`config.mk`:
```
export PLATFORM = sky130hd
export DESIGN_NAME = simple_alu
export DESIGN_NICKNAME = d
export VERILOG_FILES = /design/src/verilog/simple_processor_pkg.sv /design/src/verilog/alu_operand_if.sv /design/src/verilog/alu_math.sv /design/src/verilog/alu_logic.sv /design/src/verilog/alu_writeback.sv /design/src/verilog/simple_alu.sv
export VERILOG_INCLUDE_DIRS = /design/src /design/src/verilog
export SDC_FILE = /design/constraint.sdc
export NUM_CORES = 1
export LEC_CHECK = 0
export BUFFER_PORTS_ARGS = -buffer_cell sky130_fd_sc_hd__buf_4
export CORE_UTILIZATION = 61
export DETAILED_ROUTE_END_ITERATION = 8
export HOLD_SLACK_MARGIN = 0.12
export PLACE_DENSITY = 0.93
export SLEW_MARGIN = 5
export SYNTH_ARGS = -nofsm -noshare
export SYNTH_HDL_FRONTEND = slang
export SYNTH_SLANG_ARGS = --single-unit
```
`constraint.sdc`:
```
create_clock -name clk -period 6.4 [get_ports clk]
set_input_delay 0.96 -clock clk [delete_from_list [all_inputs] [get_ports clk]]
set_output_delay 0.96 -clock clk [all_outputs]
set_load 0.01 [all_outputs]
```
`src/verilog/simple_processor_params.svh`:
```
`ifndef SIMPLE_PROCESSOR_PARAMS_SVH
`define SIMPLE_PROCESSOR_PARAMS_SVH

// Register and result width
`define DATA_WIDTH 32
// Raw immediate field from the instruction word
`define IMM_WIDTH 6
// Shift amount, low bits of rs2
`define SHAMT_WIDTH 5
// ALU opcode field
`define OP_WIDTH 4

`endif

```
`src/verilog/simple_processor_pkg.sv`:
```
`include "simple_processor_params.svh"

package simple_processor_pkg;

  //////////////////////////////////////////////////////////////////////////////
  // Vector types
  //////////////////////////////////////////////////////////////////////////////

  // One register value
  typedef logic [`DATA_WIDTH-1:0] data_t;
  // Immediate as it sits in the instruction
  typedef logic [`IMM_WIDTH-1:0] imm_t;
  typedef logic [`SHAMT_WIDTH-1:0] shamt_t;
  typedef logic [`OP_WIDTH-1:0] op_t;

  //////////////////////////////////////////////////////////////////////////////
  // Opcodes
  //////////////////////////////////////////////////////////////////////////////

  // Adder unit
  localparam op_t OP_ADD = op_t'(0);
  localparam op_t OP_SUB = op_t'(1);
  localparam op_t OP_ADDI = op_t'(2);
  localparam op_t OP_SLT = op_t'(3);
  // Bitwise and shift unit
  localparam op_t OP_AND = op_t'(4);
  localparam op_t OP_OR = op_t'(5);
  localparam op_t OP_XOR = op_t'(6);
  localparam op_t OP_SLL = op_t'(7);
  localparam op_t OP_SRL = op_t'(8);
  // Codes 9 to 15 have no owner

  // Owned by alu_math
  function automatic logic op_is_math(input op_t op);
    return op inside {OP_ADD, OP_SUB, OP_ADDI, OP_SLT};
  endfunction

  // Owned by alu_logic
  function automatic logic op_is_logic(input op_t op);
    return op inside {OP_AND, OP_OR, OP_XOR, OP_SLL, OP_SRL};
  endfunction

endpackage

```
`src/verilog/alu_operand_if.sv`:
```
`timescale 1ns/1ps

interface alu_operand_if;
  import simple_processor_pkg::*;

  // Issue strobe, one operation per high cycle
  logic issue_valid;
  op_t op;
  // Register operands
  data_t rs1;
  data_t rs2;
  // Raw immediate, sign extended by the adder unit
  imm_t imm;

  // Top level places the issued operation here
  modport driver (
    output issue_valid, op, rs1, rs2, imm
  );

  // Adder unit needs the immediate as well
  modport math_side (
    input op, rs1, rs2, imm
  );

  modport logic_side (
    input op, rs1, rs2
  );

  // Write-back only sees the strobe and the opcode
  modport wb_side (
    input issue_valid, op
  );

endinterface

```
`src/verilog/alu_math.sv`:
```
`timescale 1ns/1ps
`include "simple_processor_params.svh"

module alu_math (
  alu_operand_if.math_side operand,
  output simple_processor_pkg::data_t math_result
);
  import simple_processor_pkg::*;

  //////////////////////////////////////////////////////////////////////////////
  // Adder operands
  //////////////////////////////////////////////////////////////////////////////

  // Negated rs2 for SUB and SLT
  data_t rs2_twos;
  // Immediate widened to a full register
  data_t imm_ext;
  // Second adder input after the mux
  data_t adder_b;
  data_t sum;
  // Signed compare of rs1 against rs2
  logic sub_overflow;
  logic slt_less;

  // Two's complement of rs2
  assign rs2_twos = ~operand.rs2 + data_t'(1);

  // Replicate bit 5 of the immediate into the upper bits
  assign imm_ext = {{(`DATA_WIDTH-`IMM_WIDTH){operand.imm[`IMM_WIDTH-1]}}, operand.imm};

  // Input mux in front of the shared adder
  always_comb begin
    case (operand.op)
      OP_ADDI: adder_b = imm_ext;
      OP_ADD: adder_b = operand.rs2;
      OP_SUB, OP_SLT: adder_b = rs2_twos;
      // Outside this unit, adder idles
      default: adder_b = '0;
    endcase
  end

  // One adder for all four ops, wraps modulo 2^32
  assign sum = operand.rs1 + adder_b;

  //////////////////////////////////////////////////////////////////////////////
  // Signed less-than
  //////////////////////////////////////////////////////////////////////////////

  // Overflow of rs1 - rs2
  // Operand signs differ and the difference flips away from rs1
  assign sub_overflow = (operand.rs1[`DATA_WIDTH-1] ^ operand.rs2[`DATA_WIDTH-1]) &
                        (operand.rs1[`DATA_WIDTH-1] ^ sum[`DATA_WIDTH-1]);

  // Sign of the difference, corrected by overflow
  assign slt_less = sum[`DATA_WIDTH-1] ^ sub_overflow;

  // Result select
  always_comb begin
    case (operand.op)
      OP_ADD, OP_SUB, OP_ADDI: math_result = sum;
      OP_SLT: math_result = {{(`DATA_WIDTH-1){1'b0}}, slt_less};
      // Legality is judged in write-back
      default: math_result = '0;
    endcase
  end

endmodule

```
`src/verilog/alu_logic.sv`:
```
`timescale 1ns/1ps
`include "simple_processor_params.svh"

module alu_logic (
  alu_operand_if.logic_side operand,
  output simple_processor_pkg::data_t logic_result
);
  import simple_processor_pkg::*;

  //////////////////////////////////////////////////////////////////////////////
  // Bitwise and shift results
  //////////////////////////////////////////////////////////////////////////////

  // Only the low five bits of rs2 count
  shamt_t shamt;
  data_t and_result;
  data_t or_result;
  data_t xor_result;
  // Logical shifts, zeros shifted in
  data_t sll_result;
  data_t srl_result;

  // rs2 of 33 shifts by 1
  assign shamt = operand.rs2[`SHAMT_WIDTH-1:0];

  // Bitwise ops
  assign and_result = operand.rs1 & operand.rs2;
  assign or_result = operand.rs1 | operand.rs2;
  assign xor_result = operand.rs1 ^ operand.rs2;

  // Shifts of rs1
  assign sll_result = operand.rs1 << shamt;
  assign srl_result = operand.rs1 >> shamt;

  // Pick by opcode
  always_comb begin
    case (operand.op)
      OP_AND: logic_result = and_result;
      OP_OR: logic_result = or_result;
      OP_XOR: logic_result = xor_result;
      OP_SLL: logic_result = sll_result;
      OP_SRL: logic_result = srl_result;
      // Not ours
      default: logic_result = '0;
    endcase
  end

endmodule

```
`src/verilog/alu_writeback.sv`:
```
`timescale 1ns/1ps

module alu_writeback (
  input logic clk,
  input logic reset,
  alu_operand_if.wb_side operand,
  input simple_processor_pkg::data_t math_result,
  input simple_processor_pkg::data_t logic_result,
  output logic result_valid,
  output simple_processor_pkg::data_t result,
  output logic illegal_op
);
  import simple_processor_pkg::*;

  //////////////////////////////////////////////////////////////////////////////
  // Result select
  //////////////////////////////////////////////////////////////////////////////

  // Owner of the current opcode
  logic is_math;
  logic is_logic;
  // Next register values
  data_t sel_result;
  logic sel_illegal;

  assign is_math = op_is_math(operand.op);
  assign is_logic = op_is_logic(operand.op);

  always_comb begin
    sel_result = '0;
    sel_illegal = 1'b0;
    if (is_math) begin
      sel_result = math_result;
    end else if (is_logic) begin
      sel_result = logic_result;
    end else begin
      // No unit owns codes 9 to 15, force zero
      sel_illegal = 1'b1;
    end
  end

  //////////////////////////////////////////////////////////////////////////////
  // Output register
  //////////////////////////////////////////////////////////////////////////////

  // Valid follows the strobe by one cycle
  // Result and flag hold between issues
  always_ff @(posedge clk) begin
    if (reset) begin
      result_valid <= 1'b0;
      result <= '0;
      illegal_op <= 1'b0;
    end else begin
      result_valid <= operand.issue_valid;
      if (operand.issue_valid) begin
        result <= sel_result;
        illegal_op <= sel_illegal;
      end
    end
  end

endmodule

```
`src/verilog/simple_alu.sv`:
```
`timescale 1ns/1ps

module simple_alu (
  input logic clk,
  input logic reset,
  // Issue side
  input logic issue_valid,
  input simple_processor_pkg::op_t op,
  input simple_processor_pkg::data_t rs1,
  input simple_processor_pkg::data_t rs2,
  input simple_processor_pkg::imm_t imm,
  // Write-back side, one cycle after issue
  output logic result_valid,
  output simple_processor_pkg::data_t result,
  output logic illegal_op
);

  //////////////////////////////////////////////////////////////////////////////
  // Issued operation
  //////////////////////////////////////////////////////////////////////////////

  // Shared by all three units
  alu_operand_if u_operand ();

  // Plain ports onto the bundle
  assign u_operand.issue_valid = issue_valid;
  assign u_operand.op = op;
  assign u_operand.rs1 = rs1;
  assign u_operand.rs2 = rs2;
  assign u_operand.imm = imm;

  //////////////////////////////////////////////////////////////////////////////
  // Execute units
  //////////////////////////////////////////////////////////////////////////////

  // Unit outputs, both combinational
  simple_processor_pkg::data_t math_result;
  simple_processor_pkg::data_t logic_result;

  // ADD, SUB, ADDI, SLT
  alu_math u_math (
    .operand (u_operand.math_side),
    .math_result (math_result)
  );

  // AND, OR, XOR, SLL, SRL
  alu_logic u_logic (
    .operand (u_operand.logic_side),
    .logic_result (logic_result)
  );

  //////////////////////////////////////////////////////////////////////////////
  // Write-back
  //////////////////////////////////////////////////////////////////////////////

  // Select, flag and register
  alu_writeback u_writeback (
    .clk (clk),
    .reset (reset),
    .operand (u_operand.wb_side),
    .math_result (math_result),
    .logic_result (logic_result),
    .result_valid (result_valid),
    .result (result),
    .illegal_op (illegal_op)
  );

endmodule

```
==> flow_metrics.tcl, run 1 <==
set metrics [dict create \
    dp_hpwl_um 28340 \
    worstPathCellList "buf_4 > inv_2 > buf_4 > nand2_1 > nor3_1 > o311ai_0 > ha_1 > o211ai_1 > and3b_1 > o31ai_1 > a41o_1 > nor2_1 > xnor2_1 > a211oi_1 > nor3_1" \
    maxSlewViolCount 0 \
    synth_commonest_cells "174 x nor2_1, 115 x nand2_1, 97 x ha_1" \
    drt-vias-per-instance 7.436 \
    route.detailed.drc 0 \
    holdBufCountCts 0 \
    yosysWarnings 0 \
    port_buffers 110 \
    cts_made_buffers 5 \
    final-hold-violation-count 0 \
    syn_to_final_growth_pct 12.27 \
    slew_headroom 0.2528 \
    seq_area_frac_synth 0.07964 \
    yosys.area.top_type "ha_1" \
    synthCells 1211 \
    max_stage_delay_ns 0.75 \
    fin_crit_sh 0.7924 \
    synth.ff_latch_count 34 \
    ant_nets 0 \
    firstDrtPassIters 7 \
    hold_class "flop to flop" \
    syn_nets 1386 \
    post_cts_buffers 0 \
    rr_worst_depth 4 \
    path_max_fanout 29 \
    powerDensity_mw_per_mm2 134.6 \
    clockBufferDepth 2 \
    status "finished, final reports clean" \
    rsz0062_at_grt "no" \
    yosysUniqueCellTypes 72 \
    crit_required_ns 6.60 \
    dr_total_vias 10700 \
    cts.sinks 34 \
    maxCapViolCount 0 \
    die_x_um 120.4 \
    gp_congestion 1.086 \
    drive_above_1_share 0.1529 \
    power.leakage_nw 4.282 \
    synth_edf_count 0 \
    synth_area_per_cell_sq_um 7.058 \
    reg2reg_from "u_writeback.result[21]$_SDFFE_PP0P_" \
    whs_ns 0.4747 \
    finalWirelength_um 37110 \
    die_y_um 120.4 \
    yosys.area.top_type_share 0.1420 \
    fin_nets 1436 \
    clockRootBuffer "clkbuf_16" \
    max_freq_mhz 197.2 \
    clock_latency_ns 0.28 \
    holdPathEnd "u_writeback.result[1]$_SDFFE_PP0P_" \
    final.setup.tns_ns 0 \
    core_sq_mm 0.01345 \
    grt_pass1_vias 9632 \
    grt_overflow 0 \
    initial_core_util 0.6353 \
    clk_pin_slew_ns 0.05 \
    finalSetupViolCount 0 \
    slowest_stage "o31ai_1" \
    worstSetupPathType "primary input to flop" \
    fin_skew_ns 0 \
    grt_start_max_net_pins 68 \
    rows 42 \
    synth_area_sq_mm 0.008547 \
    hold_path_depth 2 \
    io_pins 111 \
    detail_route.wl_per_cell_um 25.79 \
    synth-async-reset-ratio 0 \
    peakVddDrop_mv 0.1201 \
    crit_arrival_ns 5.27 \
    fin_crit_ns 5.071 \
    synth_most_common_cell "nor2_1" \
    crit_path_end_kind "flop" \
    htree_levels 2 \
    cts_resized 0 \
    ys_top_cells_by_area "ha_1 14%, mux4_2 10%, dfxtp_1 8.0%" \
    antenna_found_initial 2 \
    min-delay-start "u_writeback.result[1]$_SDFFE_PP0P_" \
    tightest_slew_ns 1.112 \
    drt_iter0_markers 2089 \
    yosys_most_used_dff "dfxtp_1" \
    track_usage 0.5107 \
    crit_path_start_kind "primary input" \
    grt_pass1_wl_um 56110 \
    rrSetupSlack_ns 5.12 \
    design.die.area_sq_mm 0.01449 \
    cts_tree "yes" \
    r2r_end "u_writeback.result[21]$_SDFFE_PP0P_" \
]
## flip-flops by register name, indices dropped and copies added, names as in the netlist
register / flops
u_writeback.illegal_op: 1
u_writeback.result_valid: 1
u_writeback.result: 32
## cell usage in the layout, fill, tap and decap left out, types with 6 or more instances in the layout
cell,instances
nand2b_1,11
a211o_1,6
ha_1,97
nor2_1,173
or3_1,18
xnor2_1,15
inv_1,64
o211ai_1,15
mux4_2,39
o21ai_1,39
o2111ai_1,8
a31oi_1,8
a21o_1,21
buf_4,128
a311oi_1,10
and3_1,6
dfxtp_1,34
o311ai_0,8
a211oi_1,20
o22ai_1,15
nand3_1,27
o31ai_1,12
nand4_1,11
nand2_1,115
o311ai_1,6
a221oi_1,15
xor2_1,10
a22oi_1,25
nor3_1,49
nor4_1,7
o21ai_0,47
a21oi_1,80
mux2i_1,41
## final cells by class
cell class                      count  area, sq um
Multi-Input combinational cell   1023         7278
Fill cell                        1146         3857
Timing Repair Buffer              128        960.9
Sequential cell                    34        680.7
Inverter                           69        259.0
Tap cell                          176        220.2
Clock buffer                        5        125.1
Clock inverter                      3        68.82
Antenna cell                        1        2.502
## through the flow
step                cell area (sq um)  std cells  setup WS, ns  total power, mW  utilization
floorplan                        8547       1211         1.333           0.6663            -
global placement                 9399       1430         1.254           0.9150       0.6987
detailed placement               9399       1430         1.188           0.9252       0.6987
CTS                              9593       1438         1.483            1.249       0.7131
global route                     9593       1438         1.036            1.336       0.7131
finish                           9595       1439         1.329            1.292       0.7133
## critical path, delay by kind of cell
| kind | cells | cell delay, ns |
|---|---|---|
| XOR/XNOR | 1 | 0.52 |
| AO/OA/AOI/OAI | 5 | 1.70 |
| AND/OR/NAND/NOR | 5 | 0.99 |
| adder cells (fa/ha/maj) | 1 | 0.42 |
| buffers and inverters | 3 | 0.66 |
## power by group
group / internal (mW) / total (mW) / switching (mW)
registers: 0.228 / 0.236 / 0.00855
logic: 0.267 / 0.729 / 0.461
clock network: 0.224 / 0.327 / 0.103
## how the worst max path moves through the flow
stage | from | endpoint | slack, ns | depth (start not counted)
after detailed placement | rs2[8] | u_writeback.result[31]$_SDFFE_PP0P_ | 1.19 | 19
after global placement | rs2[8] | u_writeback.result[31]$_SDFFE_PP0P_ | 1.25 | 19
after global routing | rs2[0] | u_writeback.result[30]$_SDFFE_PP0P_ | 1.04 | 17
after floorplan | rs2[0] | u_writeback.result[31]$_SDFFE_PP0P_ | 1.33 | 21
after CTS | rs2[8] | u_writeback.result[31]$_SDFFE_PP0P_ | 1.48 | 19
final | rs2[0] | u_writeback.result[16]$_SDFFE_PP0P_ | 1.33 | 15
## cells by family (layout without fill, tap and decap cells)
logic type,count (synthesis),after routing,share of synthesized area
simple gates,441,441,0.2325
xor+xnor,25,25,0.02562
compound gates,373,373,0.2891
other cells,0,1,0
buf+inv,154,205,0.07012
mux,86,86,0.1587
fa+ha+maj,98,98,0.1443
flops,34,34,0.07964
## layer usage
layer | routed length, um | track usage
met1 | 12850 | 0.6300
met2 | 15140 | 0.7536
met3 | 6524 | 0.2193
met4 | 2515 | 0.2492
met5 | 81 | 0.04779
Power figures use the tool's default switching activity.
==> run 2, diff against run 1 <==
--- a/config.mk
+++ b/config.mk
@@ -6,8 +6,9 @@
 export SDC_FILE = /design/constraint.sdc
 export NUM_CORES = 1
 export LEC_CHECK = 0
+export ABC_AREA = 1
 export BUFFER_PORTS_ARGS = -buffer_cell sky130_fd_sc_hd__buf_4
-export CORE_UTILIZATION = 61
+export CORE_UTILIZATION = 62
 export DETAILED_ROUTE_END_ITERATION = 8
 export HOLD_SLACK_MARGIN = 0.12
 export PLACE_DENSITY = 0.93
==> constraint.sdc (replaced) <==
create_clock -name clk -period 4.7 [get_ports clk]
set_input_delay 0.705 -clock clk [delete_from_list [all_inputs] [get_ports clk]]
set_output_delay 0.705 -clock clk [all_outputs]
set_load 0.01 [all_outputs]
==> run 2 against run 1 <==
  * The flow now finishes with violations (DRC)
  * First-iteration DRC count up 20%
  * Flip-flop and latch count unchanged
  * Combinational power up 31%
  * Sequential power up 36%
  * Setup slack worse by 0.83 ns
  * Critical endpoint is now u_writeback.result[26]$_SDFFE_PP0P_
==> flow_metrics.tcl, run 2 <==
set metrics [dict create \
    largest_register "u_writeback.result" \
    gp_congestion 1.141 \
    clockBufferDepth 2 \
    drt_iter0_markers 2502 \
    use_met2 0.7441 \
    synth-async-reset-ratio 0 \
    crit_path_start_kind "primary input" \
    mostFrequentLayoutCells "382 x nand2_1, 194 x nor2_1, 139 x inv_1" \
    worstSetupPathType "primary input to flop" \
    post_cts_buffers 0 \
    path_buf_inv 1 \
    largest_register_ffs 32 \
    drt-vias-per-instance 6.683 \
    rsz0062_at_grt "no" \
    synth_commonest_cells "382 x nand2_1, 196 x nor2_1, 139 x inv_1" \
    design.die.area_sq_mm 0.01518 \
    fin_crit_ns 4.202 \
    dr_total_vias 12380 \
    place_ws_ns 0.4757 \
    global_route.peak_usage_layer "met2" \
    ant_nets 0 \
    finalWirelength_um 41080 \
    htree_levels 2 \
    setup_ws_ns 0.4975 \
    met3_usage 0.2232 \
    port_buffers 110 \
    grt_overflow 0 \
    fin_crit_sh 0.8941 \
    grt_pass1_vias 10760 \
    status "finished, violations left" \
    slew_headroom 0.3013 \
    detail_route.wl_per_cell_um 22.18 \
    crit_path_end_kind "flop" \
    antenna_found_initial 4 \
    core_sq_mm 0.01410 \
    crit_arrival_ns 4.41 \
    final.setup.tns_ns 0 \
    holdBufCountCts 0 \
    cts_resized 0 \
    yosysWarnings 0 \
    initial_core_util 0.6463 \
    yosys_most_used_dff "dfxtp_1" \
    cts.sinks 34 \
    cts_tree "yes" \
    synth_most_common_cell "nand2_1" \
    reg.largest.list "u_writeback.result x32, u_writeback.illegal_op x1, u_writeback.result_valid x1" \
    die_x_um 123.2 \
    seq_area_frac_synth 0.07472 \
    max_stage_delay_ns 0.40 \
    max_freq_mhz 238.0 \
    maxCapViolCount 0 \
    synth_edf_count 0 \
    worstPathCellList "buf_4 > nor2_4 > nand2_2 > nor2_4 > nand2_2 > nor2_4 > nand2_2 > nor2_8 > nand2_4 > nor3_2 > a21oi_1 > o21ai_1 > o211ai_1 > ha_1 > a21oi_1 > o21a_1 > a21boi_0 > nand3_1 > nand2_1 > nand3_1 > a21oi_1" \
    ys_top_cells_by_area "nand2_1 16%, ha_1 13%, nor2_1 8.1%" \
    cts_made_buffers 5 \
    maxSlewViolCount 0 \
    clk_pin_slew_ns 0.06 \
    peakVddDrop_mv 0.1641 \
    crit_family "simple AND/OR/NAND/NOR gates" \
    violations "DRC" \
    grt_pass1_wl_um 61070 \
    power.leakage_nw 4.960 \
    grtUsageMet1 0.6717 \
    yosys.area.top_type "nand2_1" \
    syn_to_final_growth_pct 10.71 \
    tightest_slew_ns 1.044 \
    yosys.area.top_type_share 0.1574 \
    final-hold-violation-count 0 \
    slowest_stage "ha_1" \
    rows 43 \
    clockRootBuffer "clkbuf_16" \
    synth.ff_latch_count 34 \
    n_antenna_cell 0 \
    fin_nets 1846 \
    firstDrtPassIters 9 \
    drive_above_1_share 0.1077 \
    yosysUniqueCellTypes 50 \
    syn_nets 1801 \
    die_y_um 123.2 \
    route.detailed.drc 3 \
    fin_skew_ns 0 \
    final_common_cell "nand2_1" \
    io_pins 111 \
    synth_area_sq_mm 0.009110 \
    finalSetupViolCount 0 \
    dp_hpwl_um 31730 \
    rrSetupSlack_ns 3.96 \
    synth_area_per_cell_sq_um 5.603 \
    path_max_fanout 36 \
    synthCells 1626 \
    hold_class "flop to flop" \
    clock_latency_ns 0.27 \
    grt_start_max_net_pins 75 \
    track_usage 0.5411 \
    powerDensity_mw_per_mm2 169.2 \
    crit_required_ns 4.91 \
]
-- run 2: area by class of cell --
class                           instances  area [sq um]
Fill cell                            1322          4010
Timing Repair Buffer                  128         960.9
Clock inverter                          3         68.82
Tap cell                              180         225.2
Inverter                              158         593.1
Multi-Input combinational cell       1344          7432
Sequential cell                        34         680.7
Clock buffer                            5         125.1
-- run 2: worst paths after layout --
path / startpoint / endpoint / depth (start not counted)
hold / removal: u_writeback.illegal_op$_SDFFE_PP0P_ / u_writeback.illegal_op$_SDFFE_PP0P_ / 2
setup / recovery: rs2[2] / u_writeback.result[26]$_SDFFE_PP0P_ / 21
hold reg to reg: u_writeback.illegal_op$_SDFFE_PP0P_ / u_writeback.illegal_op$_SDFFE_PP0P_ / 2
setup reg to reg: u_writeback.result[0]$_SDFFE_PP0P_ / u_writeback.result[0]$_SDFFE_PP0P_ / 2
-- run 2: cells by family after synthesis --
logic type	synth area share
adders and majority gates	0.1354
muxes	0.01428
AOI/OAI and AO/OA	0.2693
DFF	0.07471
and+or+nand+nor	0.3847
buffers and inverters	0.1100
xor gates and xnor gates	0.01154
-- run 2: per-layer routing --
metal,routed length [um],share of wire,vias up
li1,-,-,5641
met1,14570,0.35,5396
met2,15580,0.38,1074
met3,7117,0.17,261
met4,3788,0.092,4
met5,20,0.00049,-
-- run 2: stage by stage --
stage                     hold WS (ns)  cells  utilization  total power, mW  cell area [sq um]
after floorplan                 0.4950   1626            -           0.8859               9110
after global placement          0.4631   1844       0.7018            1.199               9892
after detailed placement        0.5023   1844       0.7018            1.212               9892
after CTS                       0.5176   1852       0.7155            1.640              10090
after global routing            0.5185   1852       0.7155            1.785              10090
final                           0.5069   1852       0.7155            1.707              10090
-- run 2: worst register-to-register path: stages (launching register included) --
cell and delay, ns:
dfxtp_1 0.37, o21ai_0 0.12, a21oi_1 0.18
-- run 2: power by group --
part	switching, mW	internal (mW)
clock network	0.127	0.305
registers	0.0111	0.310
logic	0.655	0.300
